### src/rtl/rv32i_pkg.sv
package rv32i_pkg;

    // ~~~~~~~~~~~~~~~~~~~~~~~~~~~~~~~~~~~~~~~~~~~~~~~~~~~~~~~~~~
    // Widths
    // ~~~~~~~~~~~~~~~~~~~~~~~~~~~~~~~~~~~~~~~~~~~~~~~~~~~~~~~~~~

    // Address, instruction and immediate
    typedef logic [31:0] word_t;

    // Retire order, wide enough to never wrap in practice
    typedef logic [63:0] order_t;

    typedef logic [4:0] reg_idx_t;

    typedef logic [6:0] opcode_t;

    // ~~~~~~~~~~~~~~~~~~~~~~~~~~~~~~~~~~~~~~~~~~~~~~~~~~~~~~~~~~
    // Fetch constants
    // ~~~~~~~~~~~~~~~~~~~~~~~~~~~~~~~~~~~~~~~~~~~~~~~~~~~~~~~~~~

    localparam word_t RESET_PC = 32'h6000_0000;

    // No compressed instructions, so every step is one word
    localparam word_t PC_STEP = 32'd4;

    // Byte lanes of a full word read
    localparam logic [3:0] RMASK_WORD = 4'b1111;
    localparam logic [3:0] RMASK_IDLE = 4'b0000;

    // ~~~~~~~~~~~~~~~~~~~~~~~~~~~~~~~~~~~~~~~~~~~~~~~~~~~~~~~~~~
    // Opcodes
    // ~~~~~~~~~~~~~~~~~~~~~~~~~~~~~~~~~~~~~~~~~~~~~~~~~~~~~~~~~~

    localparam opcode_t OP_LUI    = 7'b0110111;
    localparam opcode_t OP_AUIPC  = 7'b0010111;
    localparam opcode_t OP_JAL    = 7'b1101111;
    localparam opcode_t OP_JALR   = 7'b1100111;
    localparam opcode_t OP_BRANCH = 7'b1100011;
    localparam opcode_t OP_LOAD   = 7'b0000011;
    localparam opcode_t OP_STORE  = 7'b0100011;
    localparam opcode_t OP_IMM    = 7'b0010011;
    localparam opcode_t OP_REG    = 7'b0110011;

    // ~~~~~~~~~~~~~~~~~~~~~~~~~~~~~~~~~~~~~~~~~~~~~~~~~~~~~~~~~~
    // Enums
    // ~~~~~~~~~~~~~~~~~~~~~~~~~~~~~~~~~~~~~~~~~~~~~~~~~~~~~~~~~~

    // Immediate layout picked from the opcode
    typedef enum logic [2:0] {
        IMM_I,
        IMM_S,
        IMM_B,
        IMM_U,
        IMM_J,
        IMM_NONE
    } imm_fmt_e;

    typedef enum logic {
        S_RESET,
        S_FETCH
    } fetch_state_e;

endpackage

### src/rtl/if_id_if.sv
`timescale 1ns/1ps

interface if_id_if
    import rv32i_pkg::*;
();

    // Stage register between fetch and decode
    word_t  pc;
    order_t order;
    word_t  inst;
    // One-cycle pulse per captured word
    logic   valid;

    modport fetch (
        output pc,
        output order,
        output inst,
        output valid
    );

    modport decode (
        input pc,
        input order,
        input inst,
        input valid
    );

endinterface

### src/rtl/fetch_decode_top.sv
`timescale 1ns/1ps

module fetch_decode_top
    import rv32i_pkg::*;
(
    input  logic       clk,
    input  logic       rst,

    // Stall from later stages
    input  logic       pc_en,

    // Instruction memory
    output word_t      imem_addr,
    output logic [3:0] imem_rmask,
    input  word_t      imem_rdata,
    input  logic       imem_resp,

    // Decoded instruction
    output logic       dec_valid,
    output word_t      dec_pc,
    output order_t     dec_order,
    output word_t      dec_inst,
    output opcode_t    opcode,
    output reg_idx_t   rd,
    output reg_idx_t   rs1,
    output reg_idx_t   rs2,
    output logic [2:0] funct3,
    output logic [6:0] funct7,
    output word_t      imm
);

    if_id_if u_if_id ();

    fetch_stage u_fetch (
        .clk        (clk),
        .rst        (rst),
        .pc_en      (pc_en),
        .imem_resp  (imem_resp),
        .imem_rdata (imem_rdata),
        .imem_addr  (imem_addr),
        .imem_rmask (imem_rmask),
        .stage      (u_if_id)
    );

    inst_decode u_decode (
        .clk       (clk),
        .rst       (rst),
        .stage     (u_if_id),
        .dec_valid (dec_valid),
        .dec_pc    (dec_pc),
        .dec_order (dec_order),
        .dec_inst  (dec_inst),
        .opcode    (opcode),
        .rd        (rd),
        .rs1       (rs1),
        .rs2       (rs2),
        .funct3    (funct3),
        .funct7    (funct7),
        .imm       (imm)
    );

endmodule

### src/rtl/fetch_stage.sv
`timescale 1ns/1ps

module fetch_stage
    import rv32i_pkg::*;
(
    input  logic       clk,
    input  logic       rst,
    input  logic       pc_en,
    input  logic       imem_resp,
    input  word_t      imem_rdata,
    output word_t      imem_addr,
    output logic [3:0] imem_rmask,
    if_id_if.fetch     stage
);

    fetch_state_e state;
    fetch_state_e state_next;

    word_t  pc;
    word_t  pc_next;
    order_t order;
    logic   accept;

    // ~~~~~~~~~~~~~~~~~~~~~~~~~~~~~~~~~~~~~~~~~~~~~~~~~~~~~~~~~~
    // Request FSM
    // ~~~~~~~~~~~~~~~~~~~~~~~~~~~~~~~~~~~~~~~~~~~~~~~~~~~~~~~~~~

    always_ff @(posedge clk) begin
        if (rst) begin
            state <= S_RESET;
        end else begin
            state <= state_next;
        end
    end

    always_comb begin
        state_next = state;
        imem_addr  = pc;
        imem_rmask = RMASK_IDLE;
        accept     = 1'b0;
        case (state)
            S_RESET: begin
                // One idle cycle before the first request
                state_next = S_FETCH;
            end
            S_FETCH: begin
                // Request stays up until a word is taken
                imem_rmask = RMASK_WORD;
                accept     = imem_resp && pc_en;
            end
            default: begin
                state_next = S_RESET;
            end
        endcase
    end

    // ~~~~~~~~~~~~~~~~~~~~~~~~~~~~~~~~~~~~~~~~~~~~~~~~~~~~~~~~~~
    // PC and order
    // ~~~~~~~~~~~~~~~~~~~~~~~~~~~~~~~~~~~~~~~~~~~~~~~~~~~~~~~~~~

    // No redirects here
    assign pc_next = pc + PC_STEP;

    always_ff @(posedge clk) begin
        if (rst) begin
            pc    <= RESET_PC;
            order <= '0;
        end else if (accept) begin
            pc    <= pc_next;
            order <= order + 64'd1;
        end
    end

    // ~~~~~~~~~~~~~~~~~~~~~~~~~~~~~~~~~~~~~~~~~~~~~~~~~~~~~~~~~~
    // Stage register
    // ~~~~~~~~~~~~~~~~~~~~~~~~~~~~~~~~~~~~~~~~~~~~~~~~~~~~~~~~~~

    always_ff @(posedge clk) begin
        if (rst) begin
            stage.valid <= 1'b0;
        end else begin
            // A response seen while stalled is simply dropped
            stage.valid <= accept;
        end
    end

    // Word is tagged with the pc and order it was fetched under
    always_ff @(posedge clk) begin
        if (accept) begin
            stage.pc    <= pc;
            stage.order <= order;
            stage.inst  <= imem_rdata;
        end
    end

endmodule

### src/rtl/inst_decode.sv
`timescale 1ns/1ps

module inst_decode
    import rv32i_pkg::*;
(
    input  logic       clk,
    input  logic       rst,
    if_id_if.decode    stage,
    output logic       dec_valid,
    output word_t      dec_pc,
    output order_t     dec_order,
    output word_t      dec_inst,
    output opcode_t    opcode,
    output reg_idx_t   rd,
    output reg_idx_t   rs1,
    output reg_idx_t   rs2,
    output logic [2:0] funct3,
    output logic [6:0] funct7,
    output word_t      imm
);

    word_t    inst;
    opcode_t  op;
    imm_fmt_e fmt;

    word_t imm_i;
    word_t imm_s;
    word_t imm_b;
    word_t imm_u;
    word_t imm_j;
    word_t imm_next;

    assign inst = stage.inst;
    assign op   = inst[6:0];

    // ~~~~~~~~~~~~~~~~~~~~~~~~~~~~~~~~~~~~~~~~~~~~~~~~~~~~~~~~~~
    // Immediate format select
    // ~~~~~~~~~~~~~~~~~~~~~~~~~~~~~~~~~~~~~~~~~~~~~~~~~~~~~~~~~~

    always_comb begin
        case (op)
            OP_JALR,
            OP_LOAD,
            OP_IMM: begin
                fmt = IMM_I;
            end
            OP_STORE: begin
                fmt = IMM_S;
            end
            OP_BRANCH: begin
                fmt = IMM_B;
            end
            OP_LUI,
            OP_AUIPC: begin
                fmt = IMM_U;
            end
            OP_JAL: begin
                fmt = IMM_J;
            end
            default: begin
                // R-type and anything unknown
                fmt = IMM_NONE;
            end
        endcase
    end

    // ~~~~~~~~~~~~~~~~~~~~~~~~~~~~~~~~~~~~~~~~~~~~~~~~~~~~~~~~~~
    // Immediate assembly
    // ~~~~~~~~~~~~~~~~~~~~~~~~~~~~~~~~~~~~~~~~~~~~~~~~~~~~~~~~~~

    // Sign bit is always inst[31]
    assign imm_i = {{21{inst[31]}}, inst[30:20]};
    assign imm_s = {{21{inst[31]}}, inst[30:25], inst[11:7]};
    assign imm_b = {{20{inst[31]}}, inst[7], inst[30:25], inst[11:8], 1'b0};
    assign imm_u = {inst[31:12], 12'b0};
    assign imm_j = {{12{inst[31]}}, inst[19:12], inst[20], inst[30:21], 1'b0};

    always_comb begin
        case (fmt)
            IMM_I:   imm_next = imm_i;
            IMM_S:   imm_next = imm_s;
            IMM_B:   imm_next = imm_b;
            IMM_U:   imm_next = imm_u;
            IMM_J:   imm_next = imm_j;
            default: imm_next = '0;
        endcase
    end

    // ~~~~~~~~~~~~~~~~~~~~~~~~~~~~~~~~~~~~~~~~~~~~~~~~~~~~~~~~~~
    // Output register
    // ~~~~~~~~~~~~~~~~~~~~~~~~~~~~~~~~~~~~~~~~~~~~~~~~~~~~~~~~~~

    always_ff @(posedge clk) begin
        if (rst) begin
            dec_valid <= 1'b0;
        end else begin
            dec_valid <= stage.valid;
        end
    end

    // Fields hold their value between words
    always_ff @(posedge clk) begin
        if (stage.valid) begin
            dec_pc    <= stage.pc;
            dec_order <= stage.order;
            dec_inst  <= inst;
            opcode    <= op;
            rd        <= inst[11:7];
            rs1       <= inst[19:15];
            rs2       <= inst[24:20];
            funct3    <= inst[14:12];
            funct7    <= inst[31:25];
            imm       <= imm_next;
        end
    end

endmodule

### config.mk
export PLATFORM = sky130hd
export DESIGN_NAME = fetch_decode_top
export DESIGN_NICKNAME = d
export VERILOG_FILES = /design/src/rtl/rv32i_pkg.sv /design/src/rtl/if_id_if.sv /design/src/rtl/fetch_decode_top.sv /design/src/rtl/fetch_stage.sv /design/src/rtl/inst_decode.sv
export SDC_FILE = /design/constraint.sdc
export NUM_CORES = 1
export LEC_CHECK = 0
export BUFFER_PORTS_ARGS = -buffer_cell sky130_fd_sc_hd__buf_2
export CELL_PAD_IN_SITES_DETAIL_PLACEMENT = 0
export CELL_PAD_IN_SITES_GLOBAL_PLACEMENT = 1
export CORE_MARGIN = 8
export CORE_UTILIZATION = 48
export DETAILED_ROUTE_END_ITERATION = 16
export PLACE_DENSITY = 0.8
export SYNTH_ARGS = -nofsm -noshare
export SYNTH_HDL_FRONTEND = slang
export SYNTH_SLANG_ARGS = --single-unit
### constraint.sdc
create_clock -name clk -period 8.9 [get_ports clk]
set_clock_uncertainty 0.15 [all_clocks]
set_input_delay 0.89 -clock clk [delete_from_list [all_inputs] [get_ports clk]]
set_output_delay 0.89 -clock clk [all_outputs]
set_load 0.01 [all_outputs]
==> flow_summary_export.csv, run 1 <==
group,metric,value,unit
clock_network,cts_hold_buf,0,
sta,hold_viol,0,
logic_synthesis,synth.distinct_cells,53,
logic_synthesis,synth_top_area_share,61.9,%
logic_synthesis,ys_seq_area_share,76.0,%
logic_synthesis,synth_edf_count,284,
final_layout,fillers,2257,
final_layout,nNetsFinal,1208,
grt,grtUsageMet2,27.6,%
logic_synthesis,yosysTopAreaCell,"edfxtp_1",
sta,whs,263,ps
clock_network,cts.htree.levels,2,
grt,overflow,0,
logic_synthesis,ys_ff_latch,381,
clock_network,cts_root_buf,"clkbuf_16",
sta,relSlewSlack,21.4,%
placement,place_congestion,0.861,
drt,via_per_inst,5.18,
floorplan,core_area,28500,um2
power,power.leakage,6.06,nW
worst_setup_path,critical-path-slowest-cell,"nor4_4",
placement,port_buffers,260,
sta,tightestPinTransition,1180,ps
grt,grt_first_pass_wirelength,43.4,mm
sta,min_period,2880,ps
sta,finalCritPeriodShare,32.3,%
min_path,worstHoldPathType,"reg2reg",
worst_setup_path,cp_max_fo,18,
power,power_density,217,nW/um2
floorplan,fp.dieW,185,um
sta,rsz0062_at_grt,"false",
drt,drt_iter0_drc,504,
worst_setup_path,critical_path_class,"reg2reg",
logic_synthesis,synthTopCellsByCount,"edfxtp_1 (284), dfxtp_1 (97), nor2_1 (73)",
logic_synthesis,synth_area_leaders,"edfxtp_1 (62%), dfxtp_1 (14%), xnor2_1 (2.2%)",
logic_synthesis,synthArstFlopShare,0,%
logic_synthesis,ys_warn_count,0,
worst_setup_path,worstSetupStartpointType,"flop",
sta,max_freq,347,MHz
grt,use_met1,20.3,%
drt,postRouteAntennaNets,0,
final_layout,drive_gt1_share,28.6,%
drt,drt_pass1_iterations,5,
worst_setup_path,crit_path_end_kind,"flop",
sta,fin_ws,6020,ps
grt,antenna_found_initial,0,
floorplan,die_y,185,um
sta,timing.setup.tns,0,ps
clock_network,cts_max_path_buffers,3,
logic_synthesis,synth_most_common_cell,"edfxtp_1",
grt,grt_pass1_vias,7735,
final_layout,n_antenna_cell,0,
logic_synthesis,synthCells,923,
clock_network,clk_pin_slew,60,ps
floorplan,num_io_pins,265,
clock_network,clock_sinks,381,
worst_setup_path,critPathTopFamily,"simple AND/OR/NAND/NOR gates",
logic_synthesis,syn-mean-instance-area,14.9,um2
outcome,status,"finished, final reports clean",
worst_setup_path,crit_buf_inv,0,
floorplan,initial_core_util,48.4,%
clock_network,numCtsBuffers,38,
worst_setup_path,slowest_delay,700,ps
grt,grt_max_degree,95,
worst_setup_path,cp_cell_sequence,"nand3_4, nor4_4, nand4_2, or4_1, a21oi_1",
logic_synthesis,synth_flop_cell,"edfxtp_1",
final_layout,area_growth,19.7,%
drt,vias,8193,
sta,setup_viol,0,
floorplan,row_count,62,
power,ir_worst_vdd,0.000120,V
grt,grt_usage,16.1,%
worst_setup_path,crit_required,9190,ps
placement,dpl.hpwl,19.5,mm
run,maxCapViolations,0,
grt,grt_busiest_layer,"met2",
clock_network,clk_latency,520,ps
clock_network,ctsResizeCount,0,
clock_network,post_cts_buffers,0,
placement,dp_slack,5500,ps
grt,use_met3,3.65,%
worst_setup_path,cp.arrival,3170,ps
drt,routed_wl,28.8,mm
floorplan,die_area,34400,um2
sta,drv_slew,0,
logic_synthesis,synthesis.area,13800,um2
clock_network,cts_tree,"built",
drt,post_drt_wl_per_cell,18.2,um
drt,drc,0,
[registers in the layout, summed over array words and instances, names as in the netlist]
register,cells
u_decode.funct7,7
u_decode.imm,32
u_fetch.stage.order,64
u_fetch.state,1
u_fetch.stage.valid,1
u_fetch.stage.pc,30
u_decode.dec_inst,5
u_decode.rs2,4
u_decode.dec_valid,1
u_decode.funct3,2
u_decode.dec_order,64
u_fetch.stage.inst,32
u_decode.opcode,6
u_decode.rs1,4
u_decode.dec_pc,30
u_decode.rd,4
u_fetch.order,64
u_fetch.imem_addr,30
[report_power, final]
group / switching [mW] / internal (mW)
Sequential: 0.0139 / 1.92
Combinational: 0.0429 / 0.0201
Clock: 0.626 / 0.956
Total: 0.683 / 2.89
[metrics by stage]
stage                     power, mW  area, um2  util, %  instances
after floorplan                2.00      13800        -        926
after global placement         2.03      15200     53.5       1514
after detailed placement       2.03      15200     53.5       1514
after CTS                      3.62      16500     57.9       1583
after global routing           3.70      16500     57.9       1583
final                          3.58      16500     57.9       1583
[layer usage]
metal / vias up / routed length (um)
met1: 3953 / 12000
met5: - / 0
met3: 43 / 2460
met2: 292 / 13800
li1: 3905 / -
met4: 0 / 482
[cell type report]
cell class                      instances  area, um2  share of cell area, %
Timing Repair Buffer                  266       1350                   8.17
Tap cell                              384        480                   2.92
Sequential cell                       381      10500                   63.5
Inverter                               13       53.8                  0.326
Clock buffer                           54       1070                   6.51
Multi-Input combinational cell        470       2880                   17.5
Clock inverter                         15        175                   1.06
[cell families after synthesis]
logic type | after synthesis | share of synthesized area, %
flops | 381 | 76.0
other cells | 1 | 0.0272
compound gates | 98 | 4.18
buf+inv | 75 | 3.20
simple gates | 306 | 12.6
xor+xnor | 60 | 3.82
fa+ha+maj | 2 | 0.182
[worst paths after layout]
kind / start / endpoint / slack [ps] / cells after the start
worst min register to register: u_fetch.stage.order[51] / u_decode.dec_order[51] / 260 / 0
worst max-delay path: u_fetch.state / u_fetch.order[59] / 6020 / 5
worst max register to register: u_fetch.state / u_fetch.order[59] / 6020 / 5
worst min-delay path: u_fetch.stage.order[51] / u_decode.dec_order[51] / 260 / 0
[worst register-to-register path: stages (launching register included)]
cell and delay [ps]:
dfxtp_1 500, nand3_4 220, nor4_4 700, nand4_2 480, or4_1 630, a21oi_1 140
[cell usage in the layout, fill, tap and decap left out, types with 3 or more instances in the layout]
cell type  instances
a21o_1            19
a21oi_1           36
and2_1             9
and3_1             8
and4_1             7
buf_2            260
buf_4              6
bufinv_16          4
clkbuf_1          11
clkbuf_16         39
clkbuf_8           4
clkinv_1           3
clkinv_2           7
conb_1             4
dfxtp_1           96
edfxtp_1         284
inv_1             12
nand2_1           49
nand3_1           33
nand4_1           31
nand4_2            4
nor2_1            73
nor2b_1            3
nor3_1            18
nor3b_1            3
nor4_1            11
o21ai_0           28
o31ai_1            9
or3_1             21
or4_1             13
xnor2_1           35
xor2_1            25
Power figures use the tool's default switching activity.
==> run 2, diff against run 1 <==
--- a/config.mk
+++ b/config.mk
@@ -9,9 +9,9 @@
 export CELL_PAD_IN_SITES_DETAIL_PLACEMENT = 0
 export CELL_PAD_IN_SITES_GLOBAL_PLACEMENT = 1
 export CORE_MARGIN = 8
-export CORE_UTILIZATION = 48
+export CORE_UTILIZATION = 45
 export DETAILED_ROUTE_END_ITERATION = 16
-export PLACE_DENSITY = 0.8
+export PLACE_DENSITY = 0.75
 export SYNTH_ARGS = -nofsm -noshare
 export SYNTH_HDL_FRONTEND = slang
 export SYNTH_SLANG_ARGS = --single-unit
==> constraint.sdc (replaced) <==
create_clock -name clk -period 2.9 [get_ports clk]
set_clock_uncertainty 0.15 [all_clocks]
set_input_delay 0.29 -clock clk [delete_from_list [all_inputs] [get_ports clk]]
set_output_delay 0.29 -clock clk [all_outputs]
set_load 0.01 [all_outputs]
==> run 2 against run 1 <==
Compared with the run above: critical path depth is 1 higher; sequential power grew to 3.1 times the previous value; count of clock-buffer cells in the layout is 5 lower; first-iteration DRC count is 4.6% higher; via count is 0.73% higher; register-to-register slack worse by 5600 ps; setup slack worse by 5600 ps; core utilization is 2.0 points lower; cell area is 2.9% higher; routed wire length is 5.3% higher; die area is 6.1% higher; largest power group unchanged; highest routed layer unchanged.
==> flow_summary_export.csv, run 2 (synthesis gave the netlist of run 1 again) <==
group,metric,value,unit
placement,dpl.hpwl,20.6,mm
floorplan,core_area,30300,um2
floorplan,die_y,191,um
sta,rsz0062_at_grt,"false",
sta,timing.setup.tns,0,ps
sta,tightestPinTransition,691,ps
clock_network,numCtsBuffers,40,
grt,use_met1,21.4,%
clock_network,clk_latency,510,ps
floorplan,row_count,64,
sta,min_period,2490,ps
placement,dp_slack,418,ps
floorplan,initial_core_util,45.4,%
sta,setup_viol,0,
clock_network,cts_max_path_buffers,3,
drt,via_per_inst,5.04,
floorplan,die_area,36500,um2
drt,drt_iter0_drc,527,
worst_setup_path,cp.arrival,2780,ps
worst_setup_path,critical_path_class,"reg2reg",
worst_setup_path,crit_required,3190,ps
placement,dp.cells,1535,
final_layout,stdcell_area,17000,um2
final_layout,final_common_cell,"edfxtp_1",
final_layout,layout_common_cells,"edfxtp_1 (284), buf_2 (260), dfxtp_1 (96), nor2_1 (73), nand2_1 (49)",
final_layout,area_growth,23.1,%
grt,overflow,0,
drt,routed_wl,30.3,mm
clock_network,clk_pin_slew,60,ps
grt,grt_max_degree,81,
worst_setup_path,cp_max_fo,18,
power,power_density,655,nW/um2
power,power.leakage,6.26,nW
drt,postRouteAntennaNets,0,
drt,drt_pass1_iterations,4,
worst_setup_path,crit_path_end_kind,"flop",
min_path,worstHoldPathType,"in2reg",
grt,grtUsageMet2,26.1,%
final_layout,largestRegisters,"u_decode.dec_order (64), u_fetch.order (64), u_fetch.stage.order (64)",
outcome,status,"finished, final reports clean",
clock_network,cts_tree,"built",
grt,antenna_found_initial,0,
floorplan,fp.dieW,191,um
sta,finalCritPeriodShare,85.9,%
final_layout,nNetsFinal,1251,
drt,vias,8253,
grt,grt_first_pass_wirelength,46.3,mm
drt,post_drt_wl_per_cell,18.5,um
floorplan,num_io_pins,265,
final_layout,postLayoutCoreUtil,55.9,%
worst_setup_path,worstSetupStartpointType,"flop",
placement,place_congestion,0.775,
placement,dpl_cell_area,15400,um2
grt,use_met3,3.43,%
grt,grt_pass1_vias,8000,
sta,drv_slew,0,
final_layout,n_antenna_cell,0,
sta,fin_ws,410,ps
final_layout,drive_gt1_share,28.6,%
clock_network,cts_root_buf,"clkbuf_16",
sta,max_freq,402,MHz
clock_network,clock_sinks,381,
sta,hold_viol,0,
power,ir_worst_vdd,0.000380,V
final_layout,fillers,2520,
grt,grt_usage,16.0,%
sta,relSlewSlack,53.9,%
run,maxCapViolations,0,
clock_network,cts.htree.levels,2,
grt,grt_busiest_layer,"met2",
drt,drc,0,
final_layout,fin_cells,1639,
placement,port_buffers,260,
## run 2: path summary, 6_finish.rpt
| kind | from | endpoint | cells after the start | slack [ps] |
|---|---|---|---|---|
| setup / recovery | u_fetch.order[9] | u_fetch.order[51] | 6 | 410 |
| setup reg to reg | u_fetch.order[9] | u_fetch.order[51] | 6 | 410 |
| hold reg to reg | u_fetch.stage.pc[27] | u_decode.dec_pc[27] | 0 | 260 |
| hold / removal | pc_en | u_fetch.stage.valid | 3 | 10 |
## run 2: final cells by class
| class | count | area (um2) | area share [%] |
|---|---|---|---|
| sequential | 381 | 10500 | 61.8 |
| multi-input combinational | 470 | 2880 | 17.0 |
| timing repair buffer | 307 | 1770 | 10.4 |
| clock buffer | 49 | 1070 | 6.29 |
| tap | 396 | 495 | 2.92 |
| clock inverter | 23 | 216 | 1.28 |
| inverter | 13 | 53.8 | 0.317 |
## run 2: through the flow
step	power, mW	hold WS (ps)
floorplan	6.15	239
global placement	6.25	251
detailed placement	6.25	255
CTS	11.2	4.54
global route	11.5	13.2
finish	11.1	10.2
## run 2: power by group
group	leakage, nW	switching, mW	total [mW]	internal, mW
Clock	0.630	1.98	4.95	2.97
Combinational	2.14	0.153	0.250	0.0966
Sequential	3.49	0.0328	5.92	5.88
Total	6.26	2.16	11.1	8.95
## run 2: metal layers
layer / vias up / wire length (um)
met5: - / 0
met4: 0 / 605
met3: 46 / 2420
met2: 281 / 14100
met1: 3942 / 13100
li1: 3984 / -
## run 2: worst max-delay path, cell delays in order, from the launching register on
cell     delay (ps)
dfxtp_1         440
nand4_4         210
nor4_4          570
nand4_2         150
buf_4           220
or4_1           520
a21oi_1         150
## run 2: timing repair
item | in CTS | in global routing
buffers inserted | 0 | 0
hold buffers | 32 | 0
gates resized for setup | 0 | 0
endpoints found under the setup margin | 0 | 0
hold endpoints to repair | 32 | 0
